[config.mk]
export PLATFORM = sky130hd
export DESIGN_NAME = vec_ctrl_top
export DESIGN_NICKNAME = d
export VERILOG_FILES = /design/src/vec_ctrl_pkg.sv /design/src/instr_fetch.sv /design/src/isa_decoder.sv /design/src/scalar_unit.sv /design/src/vec_cmd_out.sv /design/src/vec_ctrl_top.sv
export SDC_FILE = /design/constraint.sdc
export NUM_CORES = 2
export LEC_CHECK = 0
export BUFFER_PORTS_ARGS = -buffer_cell sky130_fd_sc_hd__buf_2
export CAP_MARGIN = 20
export CORE_UTILIZATION = 35
export CTS_CLUSTER_DIAMETER = 80
export DETAILED_ROUTE_END_ITERATION = 7
export PLACE_DENSITY = 0.51
export SYNTH_ARGS = -nofsm -noshare
export SYNTH_HDL_FRONTEND = slang
export SYNTH_SLANG_ARGS = --single-unit
[constraint.sdc]
create_clock -name clk -period 9.4 [get_ports clk]
set_input_delay 0.47 -clock clk [delete_from_list [all_inputs] [get_ports clk]]
set_output_delay 0.47 -clock clk [all_outputs]
set_load 0.1 [all_outputs]
[src/vec_ctrl_pkg.sv]
package vec_ctrl_pkg;

    localparam int INSTR_W   = 32;
    localparam int XLEN      = 32;
    localparam int RF_ADDR_W = 8;   // vector register file address
    localparam int PC_W      = 6;   // word index, 64-word program
    localparam int ITR_W     = 12;

    // major opcodes
    localparam logic [6:0] OPC_VLOAD  = 7'h07;
    localparam logic [6:0] OPC_VSTORE = 7'h27;
    localparam logic [6:0] OPC_OPV    = 7'h57;
    localparam logic [6:0] OPC_STREAM = 7'h7F;  // custom streaming extension
    localparam logic [6:0] OPC_BRANCH = 7'h63;
    localparam logic [6:0] OPC_OPIMM  = 7'h13;
    localparam logic [6:0] OPC_OP     = 7'h33;
    localparam logic [6:0] OPC_LUI    = 7'h37;
    localparam logic [6:0] OPC_CSR    = 7'h03;

    // funct3 / funct7 selectors
    localparam logic [2:0] F3_VMACC    = 3'h0;
    localparam logic [2:0] F3_VMV      = 3'h5;
    localparam logic [2:0] F3_VSETIVLI = 3'h7;
    localparam logic [2:0] F3_BNE      = 3'h1;
    localparam logic [2:0] F3_ADD      = 3'h0;  // addi and add
    localparam logic [6:0] F7_ADD      = 7'h00;

    localparam logic [INSTR_W-1:0] WFI_WORD  = 32'h1050_0073;
    localparam logic [11:0]        CSR_CYCLE = 12'hC00;

    // vector command codes on cmd_op
    localparam logic [2:0] CMD_VLE     = 3'd0;
    localparam logic [2:0] CMD_VSE     = 3'd1;
    localparam logic [2:0] CMD_VMACC   = 3'd2;
    localparam logic [2:0] CMD_VMV     = 3'd3;
    localparam logic [2:0] CMD_VSTREAM = 3'd4;

    // one instruction word, scalar layout or vsetivli layout
    typedef union packed {
        struct packed {
            logic [6:0] funct7;
            logic [4:0] rs2;
            logic [4:0] rs1;
            logic [2:0] funct3;
            logic [4:0] rd;
            logic [6:0] opcode;
        } s;
        struct packed {
            logic [1:0]  top2;
            logic [11:0] itr;    // instr 29:18
            logic [2:0]  vlen;   // instr 17:15
            logic [2:0]  funct3;
            logic [4:0]  rd;
            logic [6:0]  opcode;
        } cfg;
    } instr_word_u;

endpackage

[src/instr_fetch.sv]
`timescale 1ns/1ps

module instr_fetch (
    input  logic                             clk,
    input  logic                             rst,
    input  logic                             start,
    input  logic                             imem_wr_en,
    input  logic [vec_ctrl_pkg::PC_W-1:0]    imem_wr_addr,
    input  logic [vec_ctrl_pkg::INSTR_W-1:0] imem_wr_data,
    input  logic                             is_vect,
    input  logic                             is_wfi,
    input  logic                             vec_done,
    input  logic                             branch_taken,
    input  logic [vec_ctrl_pkg::PC_W-1:0]    branch_offset,
    output logic [vec_ctrl_pkg::INSTR_W-1:0] instr,
    output logic                             instr_valid,
    output logic                             running
);

    logic [vec_ctrl_pkg::INSTR_W-1:0] imem [2**vec_ctrl_pkg::PC_W];
    logic [vec_ctrl_pkg::PC_W-1:0]    pc;
    logic                             waiting;   // vector command outstanding

    // host loads the program only while halted
    always_ff @(posedge clk) begin
        if (imem_wr_en && !running) begin
            imem[imem_wr_addr] <= imem_wr_data;
        end
    end

    assign instr       = imem[pc];  // async read at pc
    assign instr_valid = running && !waiting;

    always_ff @(posedge clk) begin
        if (rst) begin
            pc      <= '0;
            running <= 1'b0;
            waiting <= 1'b0;
        end else if (start) begin
            pc      <= '0;
            running <= 1'b1;
            waiting <= 1'b0;
        end else if (instr_valid) begin
            if (is_wfi) begin
                running <= 1'b0;    // pc stays on the wfi
            end else if (is_vect) begin
                waiting <= 1'b1;
                pc      <= pc + 1'b1;
            end else if (branch_taken) begin
                pc <= pc + branch_offset;  // wraps within the 64-word program
            end else begin
                pc <= pc + 1'b1;
            end
        end else if (waiting && vec_done) begin
            waiting <= 1'b0;   // next instruction decodes in the following cycle
        end
    end

endmodule

[src/isa_decoder.sv]
`timescale 1ns/1ps

module isa_decoder (
    input  logic                               clk,
    input  logic                               rst,
    input  logic [vec_ctrl_pkg::INSTR_W-1:0]   instr,
    input  logic                               instr_valid,
    output logic                               is_vle,
    output logic                               is_vse,
    output logic                               is_vmacc,
    output logic                               is_vmv,
    output logic                               is_vstream,
    output logic                               is_vect,
    output logic                               is_wfi,
    output logic                               is_lui,
    output logic                               is_addi,
    output logic                               is_add,
    output logic                               is_csr,
    output logic                               is_bne,
    output logic [4:0]                         rs1,
    output logic [4:0]                         rs2,
    output logic [4:0]                         rd,
    output logic [vec_ctrl_pkg::XLEN-1:0]      imm,
    output logic [11:0]                        branch_immediate,
    output logic [vec_ctrl_pkg::ITR_W-1:0]     itr,
    output logic [vec_ctrl_pkg::RF_ADDR_W-1:0] vr_addr,
    output logic [vec_ctrl_pkg::RF_ADDR_W-1:0] vw_addr
);

    vec_ctrl_pkg::instr_word_u iw;
    logic [6:0] opc;
    logic [2:0] f3;
    logic       is_vsetivli;
    logic [2:0] vlen_q;    // chunk size exponent from vsetivli
    logic [4:0] vs2;
    logic [4:0] vd;

    // index scaled to the chunk base in the vector register file
    function automatic logic [vec_ctrl_pkg::RF_ADDR_W-1:0] scale_addr(
        input logic [4:0] idx,
        input logic [2:0] vlen
    );
        logic [4:0] mask;
        logic [2:0] shamt;
        logic [vec_ctrl_pkg::RF_ADDR_W-1:0] wide;
        if (vlen >= 3'd4) begin
            mask = 5'h1f;   // all five index bits
        end else begin
            mask = 5'((6'd2 << vlen) - 6'd1);
        end
        shamt = 3'(vec_ctrl_pkg::RF_ADDR_W - 1) - vlen;
        wide  = vec_ctrl_pkg::RF_ADDR_W'(idx & mask);
        return wide << shamt;
    endfunction

    assign iw  = instr;
    assign opc = iw.s.opcode;
    assign f3  = iw.s.funct3;

    // vector class
    assign is_vle      = (opc == vec_ctrl_pkg::OPC_VLOAD);
    assign is_vse      = (opc == vec_ctrl_pkg::OPC_VSTORE);
    assign is_vmacc    = (opc == vec_ctrl_pkg::OPC_OPV) && (f3 == vec_ctrl_pkg::F3_VMACC);
    assign is_vmv      = (opc == vec_ctrl_pkg::OPC_OPV) && (f3 == vec_ctrl_pkg::F3_VMV);
    assign is_vstream  = (opc == vec_ctrl_pkg::OPC_STREAM);
    assign is_vsetivli = (iw.cfg.opcode == vec_ctrl_pkg::OPC_OPV)
                      && (iw.cfg.funct3 == vec_ctrl_pkg::F3_VSETIVLI);
    assign is_vect     = is_vle | is_vse | is_vmacc | is_vmv | is_vstream;

    // scalar class
    assign is_lui  = (opc == vec_ctrl_pkg::OPC_LUI);
    assign is_addi = (opc == vec_ctrl_pkg::OPC_OPIMM) && (f3 == vec_ctrl_pkg::F3_ADD);
    assign is_add  = (opc == vec_ctrl_pkg::OPC_OP) && (f3 == vec_ctrl_pkg::F3_ADD)
                  && (iw.s.funct7 == vec_ctrl_pkg::F7_ADD);
    assign is_csr  = (opc == vec_ctrl_pkg::OPC_CSR)
                  && ({iw.s.funct7, iw.s.rs2} == vec_ctrl_pkg::CSR_CYCLE);
    assign is_bne  = (opc == vec_ctrl_pkg::OPC_BRANCH) && (f3 == vec_ctrl_pkg::F3_BNE);
    assign is_wfi  = (instr == vec_ctrl_pkg::WFI_WORD);

    assign rs1 = iw.s.rs1;
    assign rs2 = iw.s.rs2;
    assign rd  = iw.s.rd;

    // half-word units, bit 0 of the B-type offset is implicit
    assign branch_immediate = {instr[31], instr[7], instr[30:25], instr[11:8]};

    always_comb begin
        if (is_addi) begin
            imm = {{(vec_ctrl_pkg::XLEN-12){iw.s.funct7[6]}}, iw.s.funct7, iw.s.rs2};
        end else begin
            imm = {instr[31:12], {(vec_ctrl_pkg::XLEN-20){1'b0}}};  // lui
        end
    end

    // VLEN only moves on an issued vsetivli
    always_ff @(posedge clk) begin
        if (rst) begin
            vlen_q <= 3'd0;
        end else if (instr_valid && is_vsetivli) begin
            vlen_q <= iw.cfg.vlen;
        end
    end

    assign itr = iw.cfg.itr;

    assign vs2 = is_vse ? iw.s.rd : iw.s.rs2;   // vse carries the source in the rd slot
    assign vd  = iw.s.rd;

    assign vr_addr = scale_addr(vs2, vlen_q);
    assign vw_addr = scale_addr(vd, vlen_q);

endmodule

[src/scalar_unit.sv]
`timescale 1ns/1ps

module scalar_unit (
    input  logic                            clk,
    input  logic                            rst,
    input  logic                            instr_valid,
    input  logic                            is_lui,
    input  logic                            is_addi,
    input  logic                            is_add,
    input  logic                            is_csr,
    input  logic                            is_bne,
    input  logic [4:0]                      rs1,
    input  logic [4:0]                      rs2,
    input  logic [4:0]                      rd,
    input  logic [vec_ctrl_pkg::XLEN-1:0]   imm,
    input  logic [11:0]                     branch_immediate,
    output logic                            wb_valid,
    output logic [4:0]                      wb_rd,
    output logic [vec_ctrl_pkg::XLEN-1:0]   wb_data,
    output logic                            branch_taken,
    output logic [vec_ctrl_pkg::PC_W-1:0]   branch_offset
);

    logic [vec_ctrl_pkg::XLEN-1:0] regs [32];
    logic [vec_ctrl_pkg::XLEN-1:0] rs1_val;
    logic [vec_ctrl_pkg::XLEN-1:0] rs2_val;
    logic [vec_ctrl_pkg::XLEN-1:0] cycle_cnt;
    logic                          writes_rd;

    // x0 is hardwired
    assign rs1_val = (rs1 == 5'd0) ? '0 : regs[rs1];
    assign rs2_val = (rs2 == 5'd0) ? '0 : regs[rs2];

    // counts issued cycles only
    always_ff @(posedge clk) begin
        if (rst) begin
            cycle_cnt <= '0;
        end else if (instr_valid) begin
            cycle_cnt <= cycle_cnt + 1'b1;
        end
    end

    always_comb begin
        if (is_lui) begin
            wb_data = imm;
        end else if (is_addi) begin
            wb_data = rs1_val + imm;
        end else if (is_add) begin
            wb_data = rs1_val + rs2_val;
        end else begin
            wb_data = cycle_cnt;   // csr read of cycle
        end
    end

    assign writes_rd = is_lui | is_addi | is_add | is_csr;
    assign wb_valid  = instr_valid && writes_rd && (rd != 5'd0);
    assign wb_rd     = rd;

    always_ff @(posedge clk) begin
        if (wb_valid) begin
            regs[rd] <= wb_data;
        end
    end

    // bne only; offset converted from half-words to words
    assign branch_taken  = instr_valid && is_bne && (rs1_val != rs2_val);
    assign branch_offset = branch_immediate[vec_ctrl_pkg::PC_W:1];

endmodule

[src/vec_cmd_out.sv]
`timescale 1ns/1ps

module vec_cmd_out (
    input  logic                               clk,
    input  logic                               rst,
    input  logic                               instr_valid,
    input  logic                               is_vle,
    input  logic                               is_vse,
    input  logic                               is_vmacc,
    input  logic                               is_vmv,
    input  logic                               is_vstream,
    input  logic                               is_wfi,
    input  logic [vec_ctrl_pkg::ITR_W-1:0]     itr,
    input  logic [vec_ctrl_pkg::RF_ADDR_W-1:0] vr_addr,
    input  logic [vec_ctrl_pkg::RF_ADDR_W-1:0] vw_addr,
    input  logic                               done_steady,
    input  logic                               start,
    output logic                               cmd_valid,
    output logic [2:0]                         cmd_op,
    output logic [vec_ctrl_pkg::RF_ADDR_W-1:0] cmd_vr_addr,
    output logic [vec_ctrl_pkg::RF_ADDR_W-1:0] cmd_vw_addr,
    output logic [vec_ctrl_pkg::ITR_W-1:0]     cmd_itr,
    output logic                               ap_done
);

    logic       vec_issue;
    logic [2:0] op_enc;
    logic       wfi_halted;   // wfi already reached in this run
    logic       done_given;

    assign vec_issue = instr_valid && (is_vle | is_vse | is_vmacc | is_vmv | is_vstream);

    always_comb begin
        if (is_vle)        op_enc = vec_ctrl_pkg::CMD_VLE;
        else if (is_vse)   op_enc = vec_ctrl_pkg::CMD_VSE;
        else if (is_vmacc) op_enc = vec_ctrl_pkg::CMD_VMACC;
        else if (is_vmv)   op_enc = vec_ctrl_pkg::CMD_VMV;
        else               op_enc = vec_ctrl_pkg::CMD_VSTREAM;
    end

    always_ff @(posedge clk) begin
        if (rst) begin
            cmd_valid <= 1'b0;
        end else begin
            cmd_valid <= vec_issue;   // one-cycle strobe
        end
    end

    // command payload
    always_ff @(posedge clk) begin
        if (vec_issue) begin
            cmd_op      <= op_enc;
            cmd_vr_addr <= vr_addr;
            cmd_vw_addr <= vw_addr;
            cmd_itr     <= itr;
        end
    end

    always_ff @(posedge clk) begin
        if (rst) begin
            wfi_halted <= 1'b0;
            done_given <= 1'b0;
        end else if (start) begin
            wfi_halted <= 1'b0;
            done_given <= 1'b0;
        end else begin
            if (instr_valid && is_wfi) wfi_halted <= 1'b1;
            if (ap_done) done_given <= 1'b1;
        end
    end

    assign ap_done = ((instr_valid && is_wfi) || wfi_halted) && done_steady && !done_given;

endmodule

[src/vec_ctrl_top.sv]
`timescale 1ns/1ps

module vec_ctrl_top (
    input  logic                               clk,
    input  logic                               rst,
    input  logic                               imem_wr_en,
    input  logic [vec_ctrl_pkg::PC_W-1:0]      imem_wr_addr,
    input  logic [vec_ctrl_pkg::INSTR_W-1:0]   imem_wr_data,
    input  logic                               start,
    input  logic                               vec_done,
    input  logic                               done_steady,
    output logic                               cmd_valid,
    output logic [2:0]                         cmd_op,
    output logic [vec_ctrl_pkg::RF_ADDR_W-1:0] cmd_vr_addr,
    output logic [vec_ctrl_pkg::RF_ADDR_W-1:0] cmd_vw_addr,
    output logic [vec_ctrl_pkg::ITR_W-1:0]     cmd_itr,
    output logic                               wb_valid,
    output logic [4:0]                         wb_rd,
    output logic [vec_ctrl_pkg::XLEN-1:0]      wb_data,
    output logic                               ap_done,
    output logic                               running
);

    logic [vec_ctrl_pkg::INSTR_W-1:0]   instr;
    logic                               instr_valid;
    logic                               is_vle, is_vse, is_vmacc, is_vmv, is_vstream;
    logic                               is_vect, is_wfi;
    logic                               is_lui, is_addi, is_add, is_csr, is_bne;
    logic [4:0]                         rs1, rs2, rd;
    logic [vec_ctrl_pkg::XLEN-1:0]      imm;
    logic [11:0]                        branch_immediate;
    logic [vec_ctrl_pkg::ITR_W-1:0]     itr;
    logic [vec_ctrl_pkg::RF_ADDR_W-1:0] vr_addr, vw_addr;
    logic                               branch_taken;
    logic [vec_ctrl_pkg::PC_W-1:0]      branch_offset;

    // program memory and pc
    instr_fetch u_fetch (
        .clk, .rst, .start, .imem_wr_en, .imem_wr_addr, .imem_wr_data,
        .is_vect, .is_wfi, .vec_done, .branch_taken, .branch_offset,
        .instr, .instr_valid, .running
    );

    isa_decoder u_dec (
        .clk, .rst, .instr, .instr_valid,
        .is_vle, .is_vse, .is_vmacc, .is_vmv, .is_vstream, .is_vect, .is_wfi,
        .is_lui, .is_addi, .is_add, .is_csr, .is_bne,
        .rs1, .rs2, .rd, .imm, .branch_immediate, .itr, .vr_addr, .vw_addr
    );

    scalar_unit u_scalar (
        .clk, .rst, .instr_valid, .is_lui, .is_addi, .is_add, .is_csr, .is_bne,
        .rs1, .rs2, .rd, .imm, .branch_immediate,
        .wb_valid, .wb_rd, .wb_data, .branch_taken, .branch_offset
    );

    // command strobes toward the vector datapath
    vec_cmd_out u_cmd (
        .clk, .rst, .instr_valid,
        .is_vle, .is_vse, .is_vmacc, .is_vmv, .is_vstream, .is_wfi,
        .itr, .vr_addr, .vw_addr, .done_steady, .start,
        .cmd_valid, .cmd_op, .cmd_vr_addr, .cmd_vw_addr, .cmd_itr, .ap_done
    );

endmodule

==> impl_metrics.env <==
export IMPL_fin_skew_ps=69.2
export IMPL_drt_iter0_drc=10515
export IMPL_p_per_area_nw_per_um2=194
export IMPL_cts_tree="done"
export IMPL_synth_xor_area_share_pct=0.879
export IMPL_synth_distinct_cells=115
export IMPL_gp_congestion=0.915
export IMPL_drt_wl_total_um=493000
export IMPL_switchingPower_uw=7030
export IMPL_final_cell_mix="edfxtp_1, nand2_1, mux4_2"
export IMPL_die_w_um=627
export IMPL_netlist_area_leader_share_pct=68.1
export IMPL_floorplan_initialDensity_pct=35.3
export IMPL_grt_pass1_vias=82277
export IMPL_rows=228
export IMPL_grt_use_total_pct=24.6
export IMPL_drive_above_1_share_pct=23.3
export IMPL_wire_per_inst_um=34.8
export IMPL_syn_avg_cell_area_um2=16.6
export IMPL_grt_max_degree=84
export IMPL_core_um2=387000
export IMPL_cts_sinks=3147
export IMPL_maxCapViolations=0
export IMPL_slowest_delay_ps=600
export IMPL_antenna_found_initial=26
export IMPL_overflow=0
export IMPL_synthSimpleGateAreaFrac_pct=6.59
export IMPL_critPathKind="register to output port"
export IMPL_final_common_cell="edfxtp_1"
export IMPL_fillers=34840
export IMPL_peakVddDrop_mv=0.159
export IMPL_critPathLaunchType="register"
export IMPL_required_ps=8930
export IMPL_drc=0
export IMPL_synth_adder_area_share_pct=0.456
export IMPL_vias=83616
export IMPL_io_pins=116
export IMPL_synthTopCellsByArea="edfxtp_1, mux4_2, mux2i_1"
export IMPL_fp_dieH_um=627
export IMPL_p_leak_uw=0.0510
export IMPL_dp_hpwl_um=287000
export IMPL_netlist_area_um2=137000
export IMPL_synth_top_family_by_area="multiplexers"
export IMPL_finalMaxSlewViolations=0
export IMPL_areaGrowthSynthToFinish_pct=16.1
export IMPL_die_area_um2=393000
export IMPL_ctsLongestPathBuffers=4
export IMPL_yosysSeqAreaShare_pct=68.8
export IMPL_worstMarginPinSlew_ps=1190
export IMPL_max_freq_mhz=108
export IMPL_finalCritPeriodShare_pct=98.1
export IMPL_cpMaxStageDelayCell="dfxtp_4"
export IMPL_final_util_pct=41.0
export IMPL_intPower_uw=23700
export IMPL_finalHoldViolCount=0
export IMPL_outcome="completed"
export IMPL_setup_viol=0
export IMPL_max_slew_margin_pct=19.8
export IMPL_synth_main_ff_cell="edfxtp_1"
export IMPL_end_kind="output port"
export IMPL_grt_pass1_wl_um=673000
export IMPL_power_uw=30700
export IMPL_numCtsBuffers=332
export IMPL_ys_warn_count=0
export IMPL_post_route_min_period_ps=9220
export IMPL_syn_inst=8203
export IMPL_hold_class="input pin to register"
export IMPL_port_buffers=115
export IMPL_h_tree_depth=5
export IMPL_synth_mux_area_share_pct=15.7
export IMPL_clk_latency_ps=970
export IMPL_async_flop_share_pct=0
export IMPL_clkPwrFrac_pct=42.8
export IMPL_ys_seq_elements=3147
export IMPL_rsz0062_at_grt="false"
export IMPL_cpMostUsedCell="buf_4"
export IMPL_seq_power_share_pct=50.2
export IMPL_drt_pass1_iter_count=8
export IMPL_fin_nets=8777
export IMPL_synth_edff_count=3095
export IMPL_cts_clk_slew_worst_paths_ps=60
export IMPL_path_buf_inv=8
export IMPL_arrival_ps=8750
export IMPL_p_comb_share_pct=7.0
export IMPL_antenna_left=0
export IMPL_path_delay_family="simple AND/OR/NAND/NOR gates"
export IMPL_sw_frac_of_total_pct=22.9
export IMPL_critPathMaxFanout=22
export IMPL_cts_root_buffer="clkbuf_16"
export IMPL_synth_compound_area_share_pct=5.31
export IMPL_yosysTopAreaCell="edfxtp_1"
export IMPL_via_per_inst=5.91
==> worst paths after layout <==
check	from	endpoint	slack (ps)	cells after the start
max	register	wb_data[28]	180	26
min	rst	u_fetch.running	140	2
min reg2reg	u_cmd.done_given	u_cmd.done_given	480	2
max reg2reg	register	register	660	23
==> metrics by stage <==
stage / setup slack, ps / hold WS [ps] / instance area (um^2) / cells / setup TNS (ps)
finish: 178 / 141 / 158000 / 14152 / 0
detailed placement: 348 / 472 / 147000 / 13476 / 0
floorplan: 2.44 / 438 / 137000 / 8226 / 0
global route: 16.7 / 177 / 158000 / 14146 / 0
CTS: 8.12 / 83.0 / 158000 / 14105 / 0
global placement: -45.1 / 455 / 147000 / 13471 / -78.2
==> power by group through the flow <==
| stage | clock [uW] | sequential [uW] | combinational (uW) |
|---|---|---|---|
| global route | 13800 | 15400 | 2250 |
| CTS | 13300 | 15400 | 2090 |
| detailed placement | 0 | 15700 | 2060 |
| finish | 13100 | 15400 | 2140 |
| floorplan | 0 | 15700 | 1220 |
| global placement | 0 | 15700 | 2060 |
==> cells by family (layout without fill, tap and decap cells) <==
| group | after synthesis | in the layout |
|---|---|---|
| flops | 3147 | 3147 |
| simple gates | 1965 | 1965 |
| mux | 1278 | 1278 |
| compound gates | 1022 | 1022 |
| buf+inv | 599 | 1343 |
| xor+xnor | 137 | 137 |
| fa+ha+maj | 54 | 54 |
| other cells | 1 | 31 |
==> layout make-up <==
class	count	area, um^2	share of cell area (%)
flip-flops and latches	3147	94000	59.3
multi-input cells	4480	40700	25.7
clock buffers	419	8830	5.57
well taps	5175	6470	4.09
repair buffers	664	6220	3.93
clock inverters	181	1840	1.16
inverters	79	350	0.221
diodes	7	17.5	0.0111
==> registers in the layout, summed over array words and instances (netlist names), named ones only <==
signal and flops:
u_fetch.waiting 1, u_cmd.cmd_vw_addr 8, u_cmd.cmd_itr 12, u_cmd.cmd_valid 1, u_cmd.cmd_vr_addr 8, u_cmd.done_given 1
u_fetch.pc 6, u_cmd.wfi_halted 1, u_fetch.running 1, u_dec.vlen_q 3, u_fetch.imem 2048, u_scalar.cycle_cnt 32
u_scalar.regs 1016, u_cmd.cmd_op 3
==> repair_timing <==
action / in CTS / in global routing
hold buffers: 3 / 13
pin swaps: 7 / 6
resized for setup: 18 / 26
endpoints found under the setup margin: 16 / 10
buffers inserted: 25 / 11
hold endpoints to repair: 3 / 165
cloned: 1 / 0
==> per-layer routing <==
metal | vias to the layer above | track usage, % | part of all wire, %
met2 | 4186 | 40.9 | 48
met1 | 44492 | 33.0 | 40
met3 | 935 | 3.48 | 7.3
met4 | 4 | 8.63 | 4.0
li1 | 33999 | - | -
met5 | - | 0 | 0.0051
==> cell usage after synthesis, types with 38 or more instances <==
cell type  number
xor2_1         50
a31oi_1        66
edfxtp_1     3095
mux2i_1       535
buf_2         125
buf_1          51
a22oi_1       110
mux2_2         55
a21oi_1       190
buf_4          50
and3_1         93
nand3_1       382
mux4_2        682
buf_6          61
clkbuf_1      231
o22ai_1        48
nor3_1         40
dfxtp_1        52
inv_1          72
a221oi_1       38
o21ai_0       154
xnor2_1        87
nor2_1        317
nand2_1       872
a211oi_1       50
Power figures use the tool's default switching activity.
